### src/hw/dcache_pkg.sv
// data cache constants, address union and cache line struct

package dcache_pkg;

  // geometry
  localparam integer NUM_WAYS = 4;
  localparam integer NUM_SETS = 16;
  localparam integer WAY_BITS = $clog2(NUM_WAYS);

  // address split, 25 + 4 + 3 bits
  localparam integer ADDR_BITS   = 32;
  localparam integer SET_BITS    = 4;
  localparam integer OFFSET_BITS = 3;
  localparam integer TAG_BITS    = 25;

  // one line is a single 64-bit word
  localparam integer LINE_BITS = 64;

  // decoded view of an address word
  typedef struct packed {
    logic [TAG_BITS-1:0]    tag;
    logic [SET_BITS-1:0]    set_index;
    logic [OFFSET_BITS-1:0] offset;
  } dcache_addr_fields_t;

  // same 32 bits, seen flat at the ports or split into fields
  typedef union packed {
    logic [ADDR_BITS-1:0] raw;
    dcache_addr_fields_t  fields;
  } dcache_addr_u;

  // one stored line, 91 bits
  typedef struct packed {
    logic                 valid;
    logic                 dirty;
    logic [TAG_BITS-1:0]  tag;
    logic [LINE_BITS-1:0] data;
  } dcache_line_t;

endpackage

### src/hw/dcache_plru.sv
// tree pseudo-LRU state per set, one-hot victim and encoded victim way

`timescale 1ns/1ns

module dcache_plru (
  input  logic                               clock,
  input  logic                               reset,
  input  logic                               fill,
  input  logic [dcache_pkg::SET_BITS-1:0]    set_index,
  output logic [dcache_pkg::NUM_WAYS-1:0]    victim_sel,
  output logic [dcache_pkg::WAY_BITS-1:0]    victim_way
);

  import dcache_pkg::*;

  // tree bits, one of each per set
  // a picks the half, b picks within ways 0/1, c within ways 2/3
  logic [NUM_SETS-1:0] tree_a;
  logic [NUM_SETS-1:0] tree_b;
  logic [NUM_SETS-1:0] tree_c;

  // bits of the set being written
  logic cur_a;
  logic cur_b;
  logic cur_c;

  assign cur_a = tree_a[set_index];
  assign cur_b = tree_b[set_index];
  assign cur_c = tree_c[set_index];

  // one-hot victim from the tree walk
  assign victim_sel[0] = !cur_a && !cur_b;
  assign victim_sel[1] = !cur_a &&  cur_b;
  assign victim_sel[2] =  cur_a && !cur_c;
  assign victim_sel[3] =  cur_a &&  cur_c;

  // one-hot to way number
  always_comb begin
    victim_way = '0;
    for (int w = 0; w < NUM_WAYS; w++) begin
      if (victim_sel[w]) begin
        victim_way = victim_way | w[WAY_BITS-1:0];
      end
    end
  end

  // only fills move the tree, hits leave it alone
  always_ff @(posedge clock) begin
    if (reset) begin
      tree_a <= '0;
      tree_b <= '0;
      tree_c <= '0;
    end else if (fill) begin
      tree_a[set_index] <= ~cur_a;
      // flip the side that was just used
      if (!cur_a) begin
        tree_b[set_index] <= ~cur_b;
      end else begin
        tree_c[set_index] <= ~cur_c;
      end
    end
  end

endmodule

### config.mk
export PLATFORM = sky130hd
export DESIGN_NAME = dcache_plru
export DESIGN_NICKNAME = d
export VERILOG_FILES = /design/src/hw/dcache_pkg.sv /design/src/hw/dcache_plru.sv
export SDC_FILE = /design/constraint.sdc
export NUM_CORES = 1
export LEC_CHECK = 0
export ABC_AREA = 1
export CORE_AREA = 2 2 61 121
export CTS_BUF_LIST = sky130_fd_sc_hd__clkbuf_4
export DETAILED_ROUTE_END_ITERATION = 10
export DIE_AREA = 0 0 63 123
export DONT_BUFFER_PORTS = 1
export GPL_ROUTABILITY_DRIVEN = 0
export RECOVER_POWER = 25
export SETUP_SLACK_MARGIN = 0.4
export SLEW_MARGIN = 20
export SYNTH_ARGS = -nofsm -noshare
export SYNTH_HDL_FRONTEND = slang
export SYNTH_SLANG_ARGS = --single-unit
### constraint.sdc
create_clock -name clock -period 2.5 [get_ports clock]
set_input_delay 0.125 -clock clock [delete_from_list [all_inputs] [get_ports clock]]
set_output_delay 0.125 -clock clock [all_outputs]
set_load 0.1 [all_outputs]
# Yosys cells after proc, flatten, opt, wreduce, memory -nomap -nowiden
# Index checks and enable logic that the tools add are counted.
# totals
register_bits	48
output_inout_bits	6
# op_classes
order_cmp	2
reduce_logical	10
n_bitwise	3
mux	14
# ops
operator	count
$bwmux 16	3
$bmux 1 s4	3
$logic_and 1x1->1	5
$lt 4x5->1 const B	1
$mux 1	5
$demux 1 s4	1
$ge 4x1->1 const B	1
$mux 2	2
$reduce_and 2->1	2
$logic_not 1->1	3
$not 1->1	3

# Longest topological paths before layout
# logic_depth
depth_word	7
depth_mapped	15
mapped_depth_nobuf	12

# Worst setup path before layout
# No wires, ideal clock.
# synth_path
kind	input-to-output
start	in set_index[1] in the netlist's numbering
end	out victim_way[0] in the netlist's numbering
t_required_ns	2.375
path_stages	11
setup_slack_ns	-0.865
n_path_buf	3
arrival_ns	3.240
cell_sequence	buf_2 > buf_2 > nand3_1 > nand4_1 > nand2_1 > nand2_1 > inv_1 > nand2_2 > buf_4 > nor2_1 > nor2_1
# synth_via
elab_chain_cells	7
word_cells_on_any_way	12
# synth_rtl
element	line_no	text
start, declared	dcache_plru.sv:9	input logic [dcache_pkg::SET_BITS-1:0] set_index,
$bmux 1 s4	dcache_plru.sv:27	assign cur_a = tree_a[set_index];
$mux 1 (not written as such)	dcache_plru.sv:27	
$logic_not 1->1	--	
$logic_and 1x1->1	dcache_plru.sv:33	assign victim_sel[1] = !cur_a && cur_b;
$mux 1	dcache_plru.sv:41	if (victim_sel[w]) begin
$mux 2	dcache_plru.sv:41	
$mux 2 *	dcache_plru.sv:41	
end, declared	dcache_plru.sv:11	output logic [dcache_pkg::WAY_BITS-1:0] victim_way
# Every way passes the cells marked *; elsewhere a longest branch is shown, timed or not. The select of a mux whose other input is x is not followed.

# Worst setup path in the final report
# layout_path
start	reg tree_a[6]
end	out victim_sel[3] in the netlist's numbering
# layout_via
elab_chain_cells	3
# layout_rtl
element	line_no	text
start, declared	dcache_plru.sv:18	logic [NUM_SETS-1:0] tree_a;
start signal, assigned by index	dcache_plru.sv:54	tree_a[set_index] <= ~cur_a;
$bmux 1 s4	dcache_plru.sv:27	
$mux 1 (not written as such)	dcache_plru.sv:27	
$logic_and 1x1->1	dcache_plru.sv:35	assign victim_sel[3] = cur_a && cur_c;
end, declared	dcache_plru.sv:10	output logic [dcache_pkg::NUM_WAYS-1:0] victim_sel,
# No other way between the ends. The select of a mux whose other input is x is not followed.

==> flow_metrics.tcl <==
set metrics [dict create \
    synth_cell_types 21 \
    cts_tree "done" \
    htree_levels 2 \
    area_delta_synth_final_pct 6.35 \
    intPower_mw 0.937 \
    synth_ff_type "dfxtp_1" \
    hpwl_um 4530 \
    drt-total-wl_um 6400 \
    swShare_pct 28.1 \
    max_freq_mhz 498 \
    yosysTopAreaCellShare_pct 36.1 \
    synth_compound_area_share_pct 6.21 \
    start_kind "flip-flop" \
    cts_root_buf "clkbuf_4" \
    synth_top_cells_by_count "161 x nand2_1, 75 x nor2_1, 48 x dfxtp_1" \
    irDropWorstVdd_uv 291 \
    coreArea_um2 6830 \
    path_clk_slew_ps 140 \
    fp.dieH_um 123 \
    cts_buffers 5 \
    fillCellCount 761 \
    place_ws_ps 800 \
    finClkSkew_ps 12.6 \
    setup_viol 0 \
    maxSlewHeadroom_pct 54.4 \
    drtIter0Drc 195 \
    synth_edf_count 0 \
    yosys-top-cells-area "dfxtp_1 36%, nand2_1 23%, nor2_1 11%" \
    synth_top_cell_by_area "dfxtp_1" \
    power_leakage_nw 1.18 \
    first_pass_iters 4 \
    grt_max_degree 44 \
    yosysWarnings 0 \
    netlist_area_um2 2660 \
    r2r_setup_slack_ps 570 \
    synth_top_family_by_area "simple AND/OR/NAND/NOR gates" \
    grt_pass1_wl_um 10900 \
    overflow 0 \
    synth-simple-area-share_pct 47.8 \
    final_area_um2 2830 \
    cap_violations 0 \
    worstMarginPinSlew_ps 685 \
    required_ps 2380 \
    switchingPower_mw 0.367 \
    crit_start "tree_a[6]" \
    clock_path_buffers 2 \
    synth.avg_cell_area_um2 6.38 \
    timing.final.ws_setup_ps 493 \
    fp.dieArea_um2 7750 \
    cp_max_fo 36 \
    reg2reg_depth 12 \
    async_reset_ff_share_pct 0 \
    yosys.area_share.adder_pct 0 \
    final_antenna_net_count 0 \
    tns_ps 0 \
    vias 2401 \
    ys_seq_area_share_pct 36.1 \
    setup.worst_path.end_class "output port" \
    insertion_delay_ps 390 \
    finalMaxSlewViolations 0 \
    start_util_pct 38.9 \
    port_buffers 0 \
    crit_end "victim_sel[3]" \
    placed_area_um2 2750 \
    hold_viol_final 0 \
    synth_xor_area_share_pct 0 \
    ios 13 \
    wl_per_cell_um 12.6 \
    rsz0062_at_grt "no" \
    synthMuxAreaShare_pct 0 \
    reg2reg_from "tree_a[6]" \
    pwr-share-seq_pct 60.1 \
    fin_crit_sh_pct 80.3 \
    timing.rr.end "tree_c[11]" \
    drive_gt1_share_pct 13.6 \
    syn-instance-count 417 \
    critPathKind "reg2out" \
    insertedDiodeCount 0 \
    hold_class "in2reg" \
    ys_ff_latch 48 \
    drc 0 \
    synth.most_common_cell "nand2_1" \
    cts_sinks 48 \
    worstPathArrival_ps 1880 \
    pwr-share-clk_pct 28.1 \
    synth_fp_nets 424 \
    grt_pass1_vias 2253 \
    row_count 43 \
    via_per_inst 4.72 \
    fin_nets 426 \
    outcome "finished, final reports clean" \
    die_w_um 63 \
    antenna_found_initial 0 \
    share_comb_of_total_power_pct 11.9 \
    grt.total_usage_pct 18.1 \
    timing.final.crit_period_ps 2010 \
    power_per_cell_area_nw_per_um2 461 \
]
-- state kept, by name, indices dropped and copies added (netlist names) --
| name | cells |
|---|---|
| tree_c | 16 |
| tree_b | 16 |
| tree_a | 16 |
-- worst max-delay path: stages, from the launching register on --
cell and delay [ps]:
dfxtp_1 360, nand2_1 60, nand2_1 60, nand2_1 50, nand2_1 60, nand2_1 60
nand2_1 170, nor2_8 80, buf_12 180, a21oi_2 170, buf_6 250
-- worst min path at each step --
stage	from	endpoint	slack, ps	cells past startpoint
2_1_floorplan	reset	tree_b[0]	190	1
3_3_place_gp	reset	tree_b[1]	200	1
3_5_place_dp	reset	tree_b[1]	200	1
4_1_cts	reset	tree_c[1]	160	4
5_1_grt	reset	tree_c[1]	190	4
6_report	reset	tree_c[1]	170	4
-- cells by family (layout without fill, tap and decap cells) --
family,after synthesis,in the layout
compound gates,33,33
buf+inv,45,47
simple gates,291,291
flops,48,48
-- final cells by class --
| cell class | count | area (µm²) | area share (%) |
|---|---|---|---|
| clock inverters | 1 | 5.00 | 0.177 |
| clock buffers | 6 | 45.0 | 1.59 |
| repair buffers | 12 | 146 | 5.17 |
| flip-flops and latches | 48 | 961 | 34.0 |
| multi-input cells | 324 | 1450 | 51.1 |
| inverters | 28 | 113 | 3.98 |
| well taps | 90 | 113 | 3.98 |
-- timing repair --
item | in CTS | in global routing
gates resized for setup | 2 | 6
pin swaps | 1 | 1
buffers inserted | 1 | 1
endpoints found under the setup margin | 3 | 4
hold buffers | 1 | 0
endpoints found under the hold margin | 5 | 0
-- power by group through the flow --
stage | logic [mW] | registers [mW] | clock network [mW]
6_report | 0.155 | 0.783 | 0.366
5_1_grt | 0.172 | 0.785 | 0.407
4_1_cts | 0.153 | 0.783 | 0.381
3_5_place_dp | 0.148 | 0.800 | 0
3_3_place_gp | 0.147 | 0.800 | 0
2_1_floorplan | 0.136 | 0.798 | 0
-- cell usage in the layout (no fill, tap or decap), types with 3 or more instances in the layout --
master	n
a21oi_1	16
buf_12	4
buf_4	4
clkbuf_4	6
dfxtp_1	48
inv_1	24
nand2_1	162
nand3_1	11
nand3_2	10
nand4_1	3
nor2_1	80
nor2_2	17
nor2_4	5
o21ai_0	16
-- layer usage --
| layer | vias to the layer above | track usage [%] | routed length (µm) |
|---|---|---|---|
| met4 | 0 | 8.33 | 179 |
| met2 | 56 | 30.3 | 3060 |
| met5 | - | 0 | 0 |
| met3 | 14 | 4.37 | 327 |
| li1 | 1284 | - | - |
| met1 | 1047 | 21.8 | 2830 |
-- through the flow --
step | hold slack, ps | total power, mW | std cells | utilization (%)
floorplan | 194 | 0.934 | 417 | -
global placement | 200 | 0.947 | 499 | 40.2
detailed placement | 200 | 0.947 | 499 | 40.2
CTS | 161 | 1.32 | 508 | 41.3
global route | 191 | 1.36 | 509 | 41.4
finish | 167 | 1.30 | 509 | 41.4
Note: power is estimated with default switching activity, not from simulation.
