`src/hw/dcache_pkg.sv`:
```
// data cache constants, address union and cache line struct

package dcache_pkg;

  // geometry
  localparam integer NUM_WAYS = 4;
  localparam integer NUM_SETS = 16;
  localparam integer WAY_BITS = $clog2(NUM_WAYS);

  // address split, 25 + 4 + 3 bits
  localparam integer ADDR_BITS   = 32;
  localparam integer SET_BITS    = 4;
  localparam integer OFFSET_BITS = 3;
  localparam integer TAG_BITS    = 25;

  // one line is a single 64-bit word
  localparam integer LINE_BITS = 64;

  // decoded view of an address word
  typedef struct packed {
    logic [TAG_BITS-1:0]    tag;
    logic [SET_BITS-1:0]    set_index;
    logic [OFFSET_BITS-1:0] offset;
  } dcache_addr_fields_t;

  // same 32 bits, seen flat at the ports or split into fields
  typedef union packed {
    logic [ADDR_BITS-1:0] raw;
    dcache_addr_fields_t  fields;
  } dcache_addr_u;

  // one stored line, 91 bits
  typedef struct packed {
    logic                 valid;
    logic                 dirty;
    logic [TAG_BITS-1:0]  tag;
    logic [LINE_BITS-1:0] data;
  } dcache_line_t;

endpackage

```
`src/hw/dcache_way_if.sv`:
```
// interface carrying one way's lookup results and victim candidate

`timescale 1ns/1ns

interface dcache_way_if;

  import dcache_pkg::*;

  // lookup results
  logic                 rd_hit;
  logic [LINE_BITS-1:0] rd_data;
  logic                 wr_hit;

  // line currently held at the write set
  logic                 victim_valid;
  logic                 victim_dirty;
  logic [TAG_BITS-1:0]  victim_tag;
  logic [LINE_BITS-1:0] victim_data;

  modport way (
    output rd_hit, rd_data, wr_hit,
    output victim_valid, victim_dirty, victim_tag, victim_data
  );

  modport sel (
    input rd_hit, rd_data, wr_hit,
    input victim_valid, victim_dirty, victim_tag, victim_data
  );

endinterface

```
`src/hw/dcache_way.sv`:
```
// one cache way: line storage for all sets, tag compare, victim candidate

`timescale 1ns/1ns

module dcache_way (
  input  logic                              clock,
  input  logic                              reset,
  input  logic                              wr_en,
  input  dcache_pkg::dcache_addr_u          rd_addr,
  input  dcache_pkg::dcache_addr_u          wr_addr,
  input  logic [dcache_pkg::LINE_BITS-1:0]  wr_data,
  input  logic                              wr_valid,
  input  logic                              wr_dirty,
  dcache_way_if.way                         lookup
);

  import dcache_pkg::*;

  dcache_line_t lines [NUM_SETS];

  // lines addressed by each port
  dcache_line_t rd_line;
  dcache_line_t wr_line;

  assign rd_line = lines[rd_addr.fields.set_index];
  assign wr_line = lines[wr_addr.fields.set_index];

  // read side tag compare
  assign lookup.rd_hit  = rd_line.valid && (rd_line.tag == rd_addr.fields.tag);
  assign lookup.rd_data = rd_line.data;

  // write side tag compare, used to steer stores
  assign lookup.wr_hit = wr_line.valid && (wr_line.tag == wr_addr.fields.tag);

  // whatever sits at the write set is the candidate for eviction
  assign lookup.victim_valid = wr_line.valid;
  assign lookup.victim_dirty = wr_line.dirty;
  assign lookup.victim_tag   = wr_line.tag;
  assign lookup.victim_data  = wr_line.data;

  // only valid and dirty are cleared, tag and data keep their contents
  always_ff @(posedge clock) begin
    if (reset) begin
      for (int s = 0; s < NUM_SETS; s++) begin
        lines[s].valid <= 1'b0;
        lines[s].dirty <= 1'b0;
      end
    end else if (wr_en) begin
      lines[wr_addr.fields.set_index] <= '{
        valid: wr_valid,
        dirty: wr_dirty,
        tag:   wr_addr.fields.tag,
        data:  wr_data
      };
    end
  end

endmodule

```
`src/flat_wrapper.sv`:
```
// flat-port wrapper written by rule: the top's interface ports become plain ports
module dcache_way_flat import dcache_pkg::*;
  (clock, reset, wr_en, rd_addr, wr_addr, wr_data, wr_valid, wr_dirty, lookup_rd_hit, lookup_rd_data, lookup_wr_hit, lookup_victim_valid, lookup_victim_dirty, lookup_victim_tag, lookup_victim_data);
  dcache_way_if lookup_i ();
  input  logic clock;
  input  logic reset;
  input  logic wr_en;
  input  dcache_pkg::dcache_addr_u rd_addr;
  input  dcache_pkg::dcache_addr_u wr_addr;
  input  logic [dcache_pkg::LINE_BITS-1:0] wr_data;
  input  logic wr_valid;
  input  logic wr_dirty;
  output wire logic [$bits(lookup_i.rd_hit)-1:0] lookup_rd_hit;
  output wire logic [$bits(lookup_i.rd_data)-1:0] lookup_rd_data;
  output wire logic [$bits(lookup_i.wr_hit)-1:0] lookup_wr_hit;
  output wire logic [$bits(lookup_i.victim_valid)-1:0] lookup_victim_valid;
  output wire logic [$bits(lookup_i.victim_dirty)-1:0] lookup_victim_dirty;
  output wire logic [$bits(lookup_i.victim_tag)-1:0] lookup_victim_tag;
  output wire logic [$bits(lookup_i.victim_data)-1:0] lookup_victim_data;
  assign lookup_rd_hit = lookup_i.rd_hit;
  assign lookup_rd_data = lookup_i.rd_data;
  assign lookup_wr_hit = lookup_i.wr_hit;
  assign lookup_victim_valid = lookup_i.victim_valid;
  assign lookup_victim_dirty = lookup_i.victim_dirty;
  assign lookup_victim_tag = lookup_i.victim_tag;
  assign lookup_victim_data = lookup_i.victim_data;
  dcache_way u_core (.clock(clock), .reset(reset), .wr_en(wr_en), .rd_addr(rd_addr), .wr_addr(wr_addr), .wr_data(wr_data), .wr_valid(wr_valid), .wr_dirty(wr_dirty), .lookup(lookup_i));
endmodule
```
`config.mk`:
```
export PLATFORM = sky130hd
export DESIGN_NAME = dcache_way_flat
export DESIGN_NICKNAME = d
export VERILOG_FILES = /design/src/hw/dcache_pkg.sv /design/src/hw/dcache_way_if.sv /design/src/hw/dcache_way.sv /design/src/flat_wrapper.sv
export SDC_FILE = /design/constraint.sdc
export NUM_CORES = 2
export LEC_CHECK = 0
export BUFFER_PORTS_ARGS = -buffer_cell sky130_fd_sc_hd__buf_2
export CORE_ASPECT_RATIO = 0.8
export CORE_MARGIN = 2
export CORE_UTILIZATION = 65
export DETAILED_ROUTE_END_ITERATION = 6
export GPL_TIMING_DRIVEN = 0
export PLACE_DENSITY = 0.83
export REMOVE_ABC_BUFFERS = 1
export SLEW_MARGIN = 20
export SYNTH_ARGS = -nofsm -noshare
export SYNTH_HDL_FRONTEND = slang
export SYNTH_SLANG_ARGS = --single-unit
export TNS_END_PERCENT = 20
```
`constraint.sdc`:
```
create_clock -name clock -period 14.25 [get_ports clock]
set_input_delay 1.425 -clock clock [delete_from_list [all_inputs] [get_ports clock]]
set_output_delay 1.425 -clock clock [all_outputs]
set_load 0.005 [all_outputs]
```
== Yosys cells after proc, flatten, opt, wreduce, memory -nomap -nowiden ==
Memory sizes are Yosys's and may differ from the RTL's.
Index checks and enable logic that the tools add are counted.

* Register bits: 0
* Bits in latches: 0
* Bits in writable memories: 1,456
* Memory bits (read-only): 0
* Input bits: 133
* Output and inout port bits: 157
* Logic and storage cells: 14
* Memories kept: 1

* $add $sub $neg: 0
* Multipliers: 0
* Divide/modulo/power cells: 0
* Order comparisons: 0
* Equal/unequal tests: 2
* Shift-type cells: 0
* Multiplexer cells: 8
* Bitwise gates (word level): 0
* Reductions and logical operators: 3

{| class="wikitable"
|+ Memories
! name !! words !! bits a word !! rd ports !! clocked after Yosys merged registers in !! write ports !! line !! RTL
|-
| u_core.lines || 16 || 91 || 2 || 0 || 16 || dcache_way.sv:19 || <nowiki>dcache_line_t lines [NUM_SETS];</nowiki>
|}

{| class="wikitable"
|+ Operators by type and width
! kind !! number
|-
| $mux 91 || 1
|-
| $reduce_or 91->1 || 1
|-
| $eq 25x25->1 || 2
|-
| $mux 1 || 5
|-
| $mux 4 || 1
|-
| $logic_and 1x1->1 || 2
|-
| $mux 2 || 1
|}

== Depth between registers and ports, before layout ==
* Depth in word-level cells: 5
* Gate-level depth with buffers: 12
* Gate-level depth less buffers: 7

== Least setup slack after synthesis ==
No wires, ideal clock.

* Path type: input to register
* From: input port wr_addr[4] (netlist name)
* To: memory u_core.lines[3][89] (netlist name), enable pin
* Setup time: 0.326 ns
* Arrival time: 9.704 ns
* Required time: 13.924 ns
* Path slack: 4.221 ns
* Stages on the path: 10
* Buffers on the path: 7
* Path through: buf_6 -> buf_6 -> buf_4 -> buf_4 -> buf_4 -> buf_2 -> buf_2 -> nand4b_1 -> nor3_1 -> or2_2

{| class="wikitable"
|+ RTL lines
! item !! line !! RTL
|-
| start: declaration || flat_wrapper.sv:9 || <nowiki>input dcache_pkg::dcache_addr_u wr_addr;</nowiki>
|-
| end: declaration || dcache_way.sv:19 ||
|}

== Worst setup path in the final report ==
* From: input port wr_addr[4] (netlist name)
* To: output port lookup_wr_hit

* Word-level cells in the longest chain between the ends: 3

{| class="wikitable"
|+ RTL lines
! item !! line !! RTL
|-
| $mem_v2 16x91 * || -- ||
|-
| $eq 25x25->1 || dcache_way.sv:33 || <nowiki>assign lookup.wr_hit = wr_line.valid && (wr_line.tag == wr_addr.fields.tag);</nowiki>
|-
| $logic_and 1x1->1 * || dcache_way.sv:33 ||
|-
| end: declaration || flat_wrapper.sv:15 || <nowiki>output wire logic [$bits(lookup_i.wr_hit)-1:0] lookup_wr_hit;</nowiki>
|}

Every way passes the cells marked *; elsewhere a longest branch is shown, timed or not.

==> impl_metrics.json <==
{
  "fp.dieH_um": 292,
  "antenna_left": 0,
  "grt.overflow.total": 0,
  "highest_layer": "met5",
  "ys_types": 61,
  "ys.flop_type": "edfxtp_1",
  "hold_violations": 0,
  "grt_antenna_before_repair": 25,
  "worstSetupStartpoint": "wr_addr[4]",
  "power.share.combinational_pct": 9.1,
  "min_from": "wr_data[53]",
  "drive_above_1_share_pct": 44.7,
  "required_ns": 12.82,
  "intPower_w": 0.00725,
  "grt_pass1_vias": 39783,
  "via_count": 38355,
  "seqPwrFrac_pct": 51.3,
  "p_sw_w": 0.00210,
  "cts_tree": "built",
  "largest_register_ffs": 1456,
  "gp_congestion": 0.825,
  "vdd_ir_drop_max_mv": 0.135,
  "async_reset_ff_share_pct": 0,
  "hp-class": "in2reg",
  "cts_buffer_depth": 3,
  "post_cts_resize_count": 0,
  "rsz0062_at_grt": "no",
  "setup_viol": 0,
  "syn_inst": 3011,
  "yosysSeqAreaShare_pct": 64.9,
  "max_slew.worst_pin.slew_ns": 1.08,
  "report.final.slew_viol_count": 0,
  "cts.sinks": 1456,
  "syn_avg_cell_area_sq_um": 22.4,
  "switching_share_pct": 22.5,
  "track_usage_pct": 36.7,
  "wirelength_mm": 190,
  "placed_cell_area_sq_um": 73100,
  "path_max_fanout": 82,
  "io_buffers": 283,
  "startpoint_type": "input pin",
  "status": "finished, violations left",
  "start_util_pct": 65.6,
  "power.density_nw_per_um2": 120,
  "top_regs": "u_core.lines x1456",
  "cp-end-kind": "output port",
  "drt_iter0_markers": 5914,
  "finalCriticalPeriod_ns": 7.65,
  "core_area_sq_um": 103000,
  "setup_tns_ns": 0,
  "synth-edff-count": 1456,
  "fillers": 5379,
  "yosys_register_bits": 1456,
  "clk_pin_slew_ns": 0.07,
  "max_slew_margin_pct": 28.0,
  "met3_length_mm": 23.7,
  "vias_per_cell": 7.80,
  "routedWlPerCell_um": 38.7,
  "violations": "design-rule violations",
  "worstSetupPathType": "in2out",
  "p_leak_nw": 24.9,
  "pwr-share-clk_pct": 39.6,
  "period_share_pct": 53.7,
  "rows": 105,
  "die_x_um": 364,
  "mappedNetlistArea_sq_um": 67400,
  "grt_start_max_net_pins": 83,
  "max_freq_mhz": 131,
  "critPathArrivalTime_ns": 6.22,
  "first_pass_iters": 7,
  "cts_hold_buffers": 0,
  "post_cts_buffers": 0,
  "ys_warn_count": 0,
  "cts_buffers": 143,
  "clock-root-buffer": "clkbuf_16",
  "cts_max_level": 4,
  "drv_cap": 0,
  "drcViolationCount": 6,
  "drt-met1-wl_mm": 63.7,
  "dp.final_hpwl_mm": 115,
  "dieArea_sq_um": 106000,
  "wl_met2_mm": 94.5,
  "area_delta_synth_final_pct": 15.1,
  "p_total_w": 0.00935,
  "fin_nets": 3531,
  "io_pins": 290,
  "design_area_sq_um": 77600,
  "grt_pass1_wl_mm": 277,
  "largest_register": "u_core.lines"
}
-- final cells by class --
cell class / count / area [sq um] / area share (%)
Clock inverter: 83 / 744 / 0.960
Tap cell: 1391 / 1740 / 2.24
Inverter: 17 / 75.1 / 0.0968
Clock buffer: 171 / 3730 / 4.80
Timing Repair Buffer: 465 / 4930 / 6.35
Multi-Input combinational cell: 1315 / 22600 / 29.1
Antenna cell: 17 / 42.5 / 0.0548
Sequential cell: 1456 / 43700 / 56.4
-- metal layers --
metal	up-vias	GRT usage, %
met3	632	9.10
met4	20	15.0
met1	20195	49.4
met2	3308	58.9
met5	-	0
li1	14200	-
-- synth_stat cells (all sizes together), types with 2 or more instances --
cell     instances  share of area, %
or2             17              0.16
and2            33              0.31
a2111oi          5             0.084
a221oi           2             0.026
mux2            11              0.18
o21ai           20              0.15
nand4            6             0.056
a22o             2             0.026
mux2i           86               1.3
mux4           850                28
a211oi           9              0.10
nor2b            6             0.056
and3            11              0.10
a311oi           2             0.026
or4              3             0.039
nor4             6             0.074
nor2            28              0.16
nand2b           8             0.074
o211ai           2             0.022
o22ai            9             0.084
o21a             2             0.022
o211a            3             0.045
inv             14             0.082
a221o            2             0.030
a31oi            9             0.084
nand2           43              0.24
clkbuf          86              0.48
a22oi           11              0.12
nand3            7             0.052
o2bb2ai          2             0.026
o221ai           2             0.026
nor3            11             0.082
xnor2           38              0.49
edfxtp        1456                65
o31ai            2             0.022
or3              4             0.037
xor2            24              0.31
a21oi           26              0.19
clkinv           3             0.017
buf            137               1.2
o32ai            4             0.052
-- power by group through the flow --
stage | Clock, W | Combinational [W] | Sequential (W)
after floorplan | 0 | 0.000406 | 0.00488
after global placement | 0 | 0.000955 | 0.00489
after detailed placement | 0 | 0.000830 | 0.00488
after CTS | 0.00372 | 0.000842 | 0.00480
after global routing | 0.00387 | 0.000886 | 0.00480
final | 0.00370 | 0.000848 | 0.00480
-- through the flow --
stage                     instances  hold slack [ns]  util (%)  setup slack [ns]
final                          4915             1.03      75.5              6.60
after global routing           4906             1.04      75.5              6.71
after CTS                      4898            0.998      75.5              6.57
after detailed placement       4644             1.80      71.1              6.74
after global placement         4462             1.77      67.6            -16.78
after floorplan                2788             1.52         -              5.13
-- worst paths after layout --
| kind | endpoint | slack, ns | depth (start not counted) |
|---|---|---|---|
| max | lookup_wr_hit | 6.60 | 11 |
| min | u_core.lines[0][53] | 1.03 | 1 |
-- critical path, stage by stage --
cell and delay [ns]:
buf_8 0.13, buf_16 0.33, buf_16 0.44, buf_16 0.37, mux4_2 0.59, mux2i_1 0.50
o22ai_1 0.24, a2111oi_1 1.02, nand4_1 0.26, nor4_2 0.43, buf_2 0.19
-- cell families (layout without fill, tap and decap cells) --
kind of cell              count (synthesis)  in the layout  share of synthesized area (%)
and+or+nand+nor                         187            187                           1.48
other                                     0             17                              0
muxes                                   947            947                           29.9
DFF                                    1456           1456                           64.9
buffers and inverters                   240            736                           1.77
xor gates and xnor gates                 62             62                          0.806
AOI/OAI and AO/OA                       119            119                           1.20
-- layout by cell type (no fill, tap or decap), drive strengths merged, types with 3 or more instances in the layout --
cell type	count
a211oi	9
or4	3
nand4	6
mux2	11
bufinv	12
a22oi	11
a2111oi	5
o22ai	9
clkinvlp	6
nand2	43
o32ai	4
o211a	3
clkinv	63
nor4	6
diode	17
and2	33
nor2b	6
buf	465
xor2	24
clkbuf	171
mux2i	86
o21ai	20
nand3	7
a31oi	9
nor2	28
mux4	850
xnor2	38
nand2b	8
nor3	11
inv	19
a21oi	26
or3	4
and3	11
or2	17
edfxtp	1456
No activity file was read; power rests on OpenSTA's default activity.
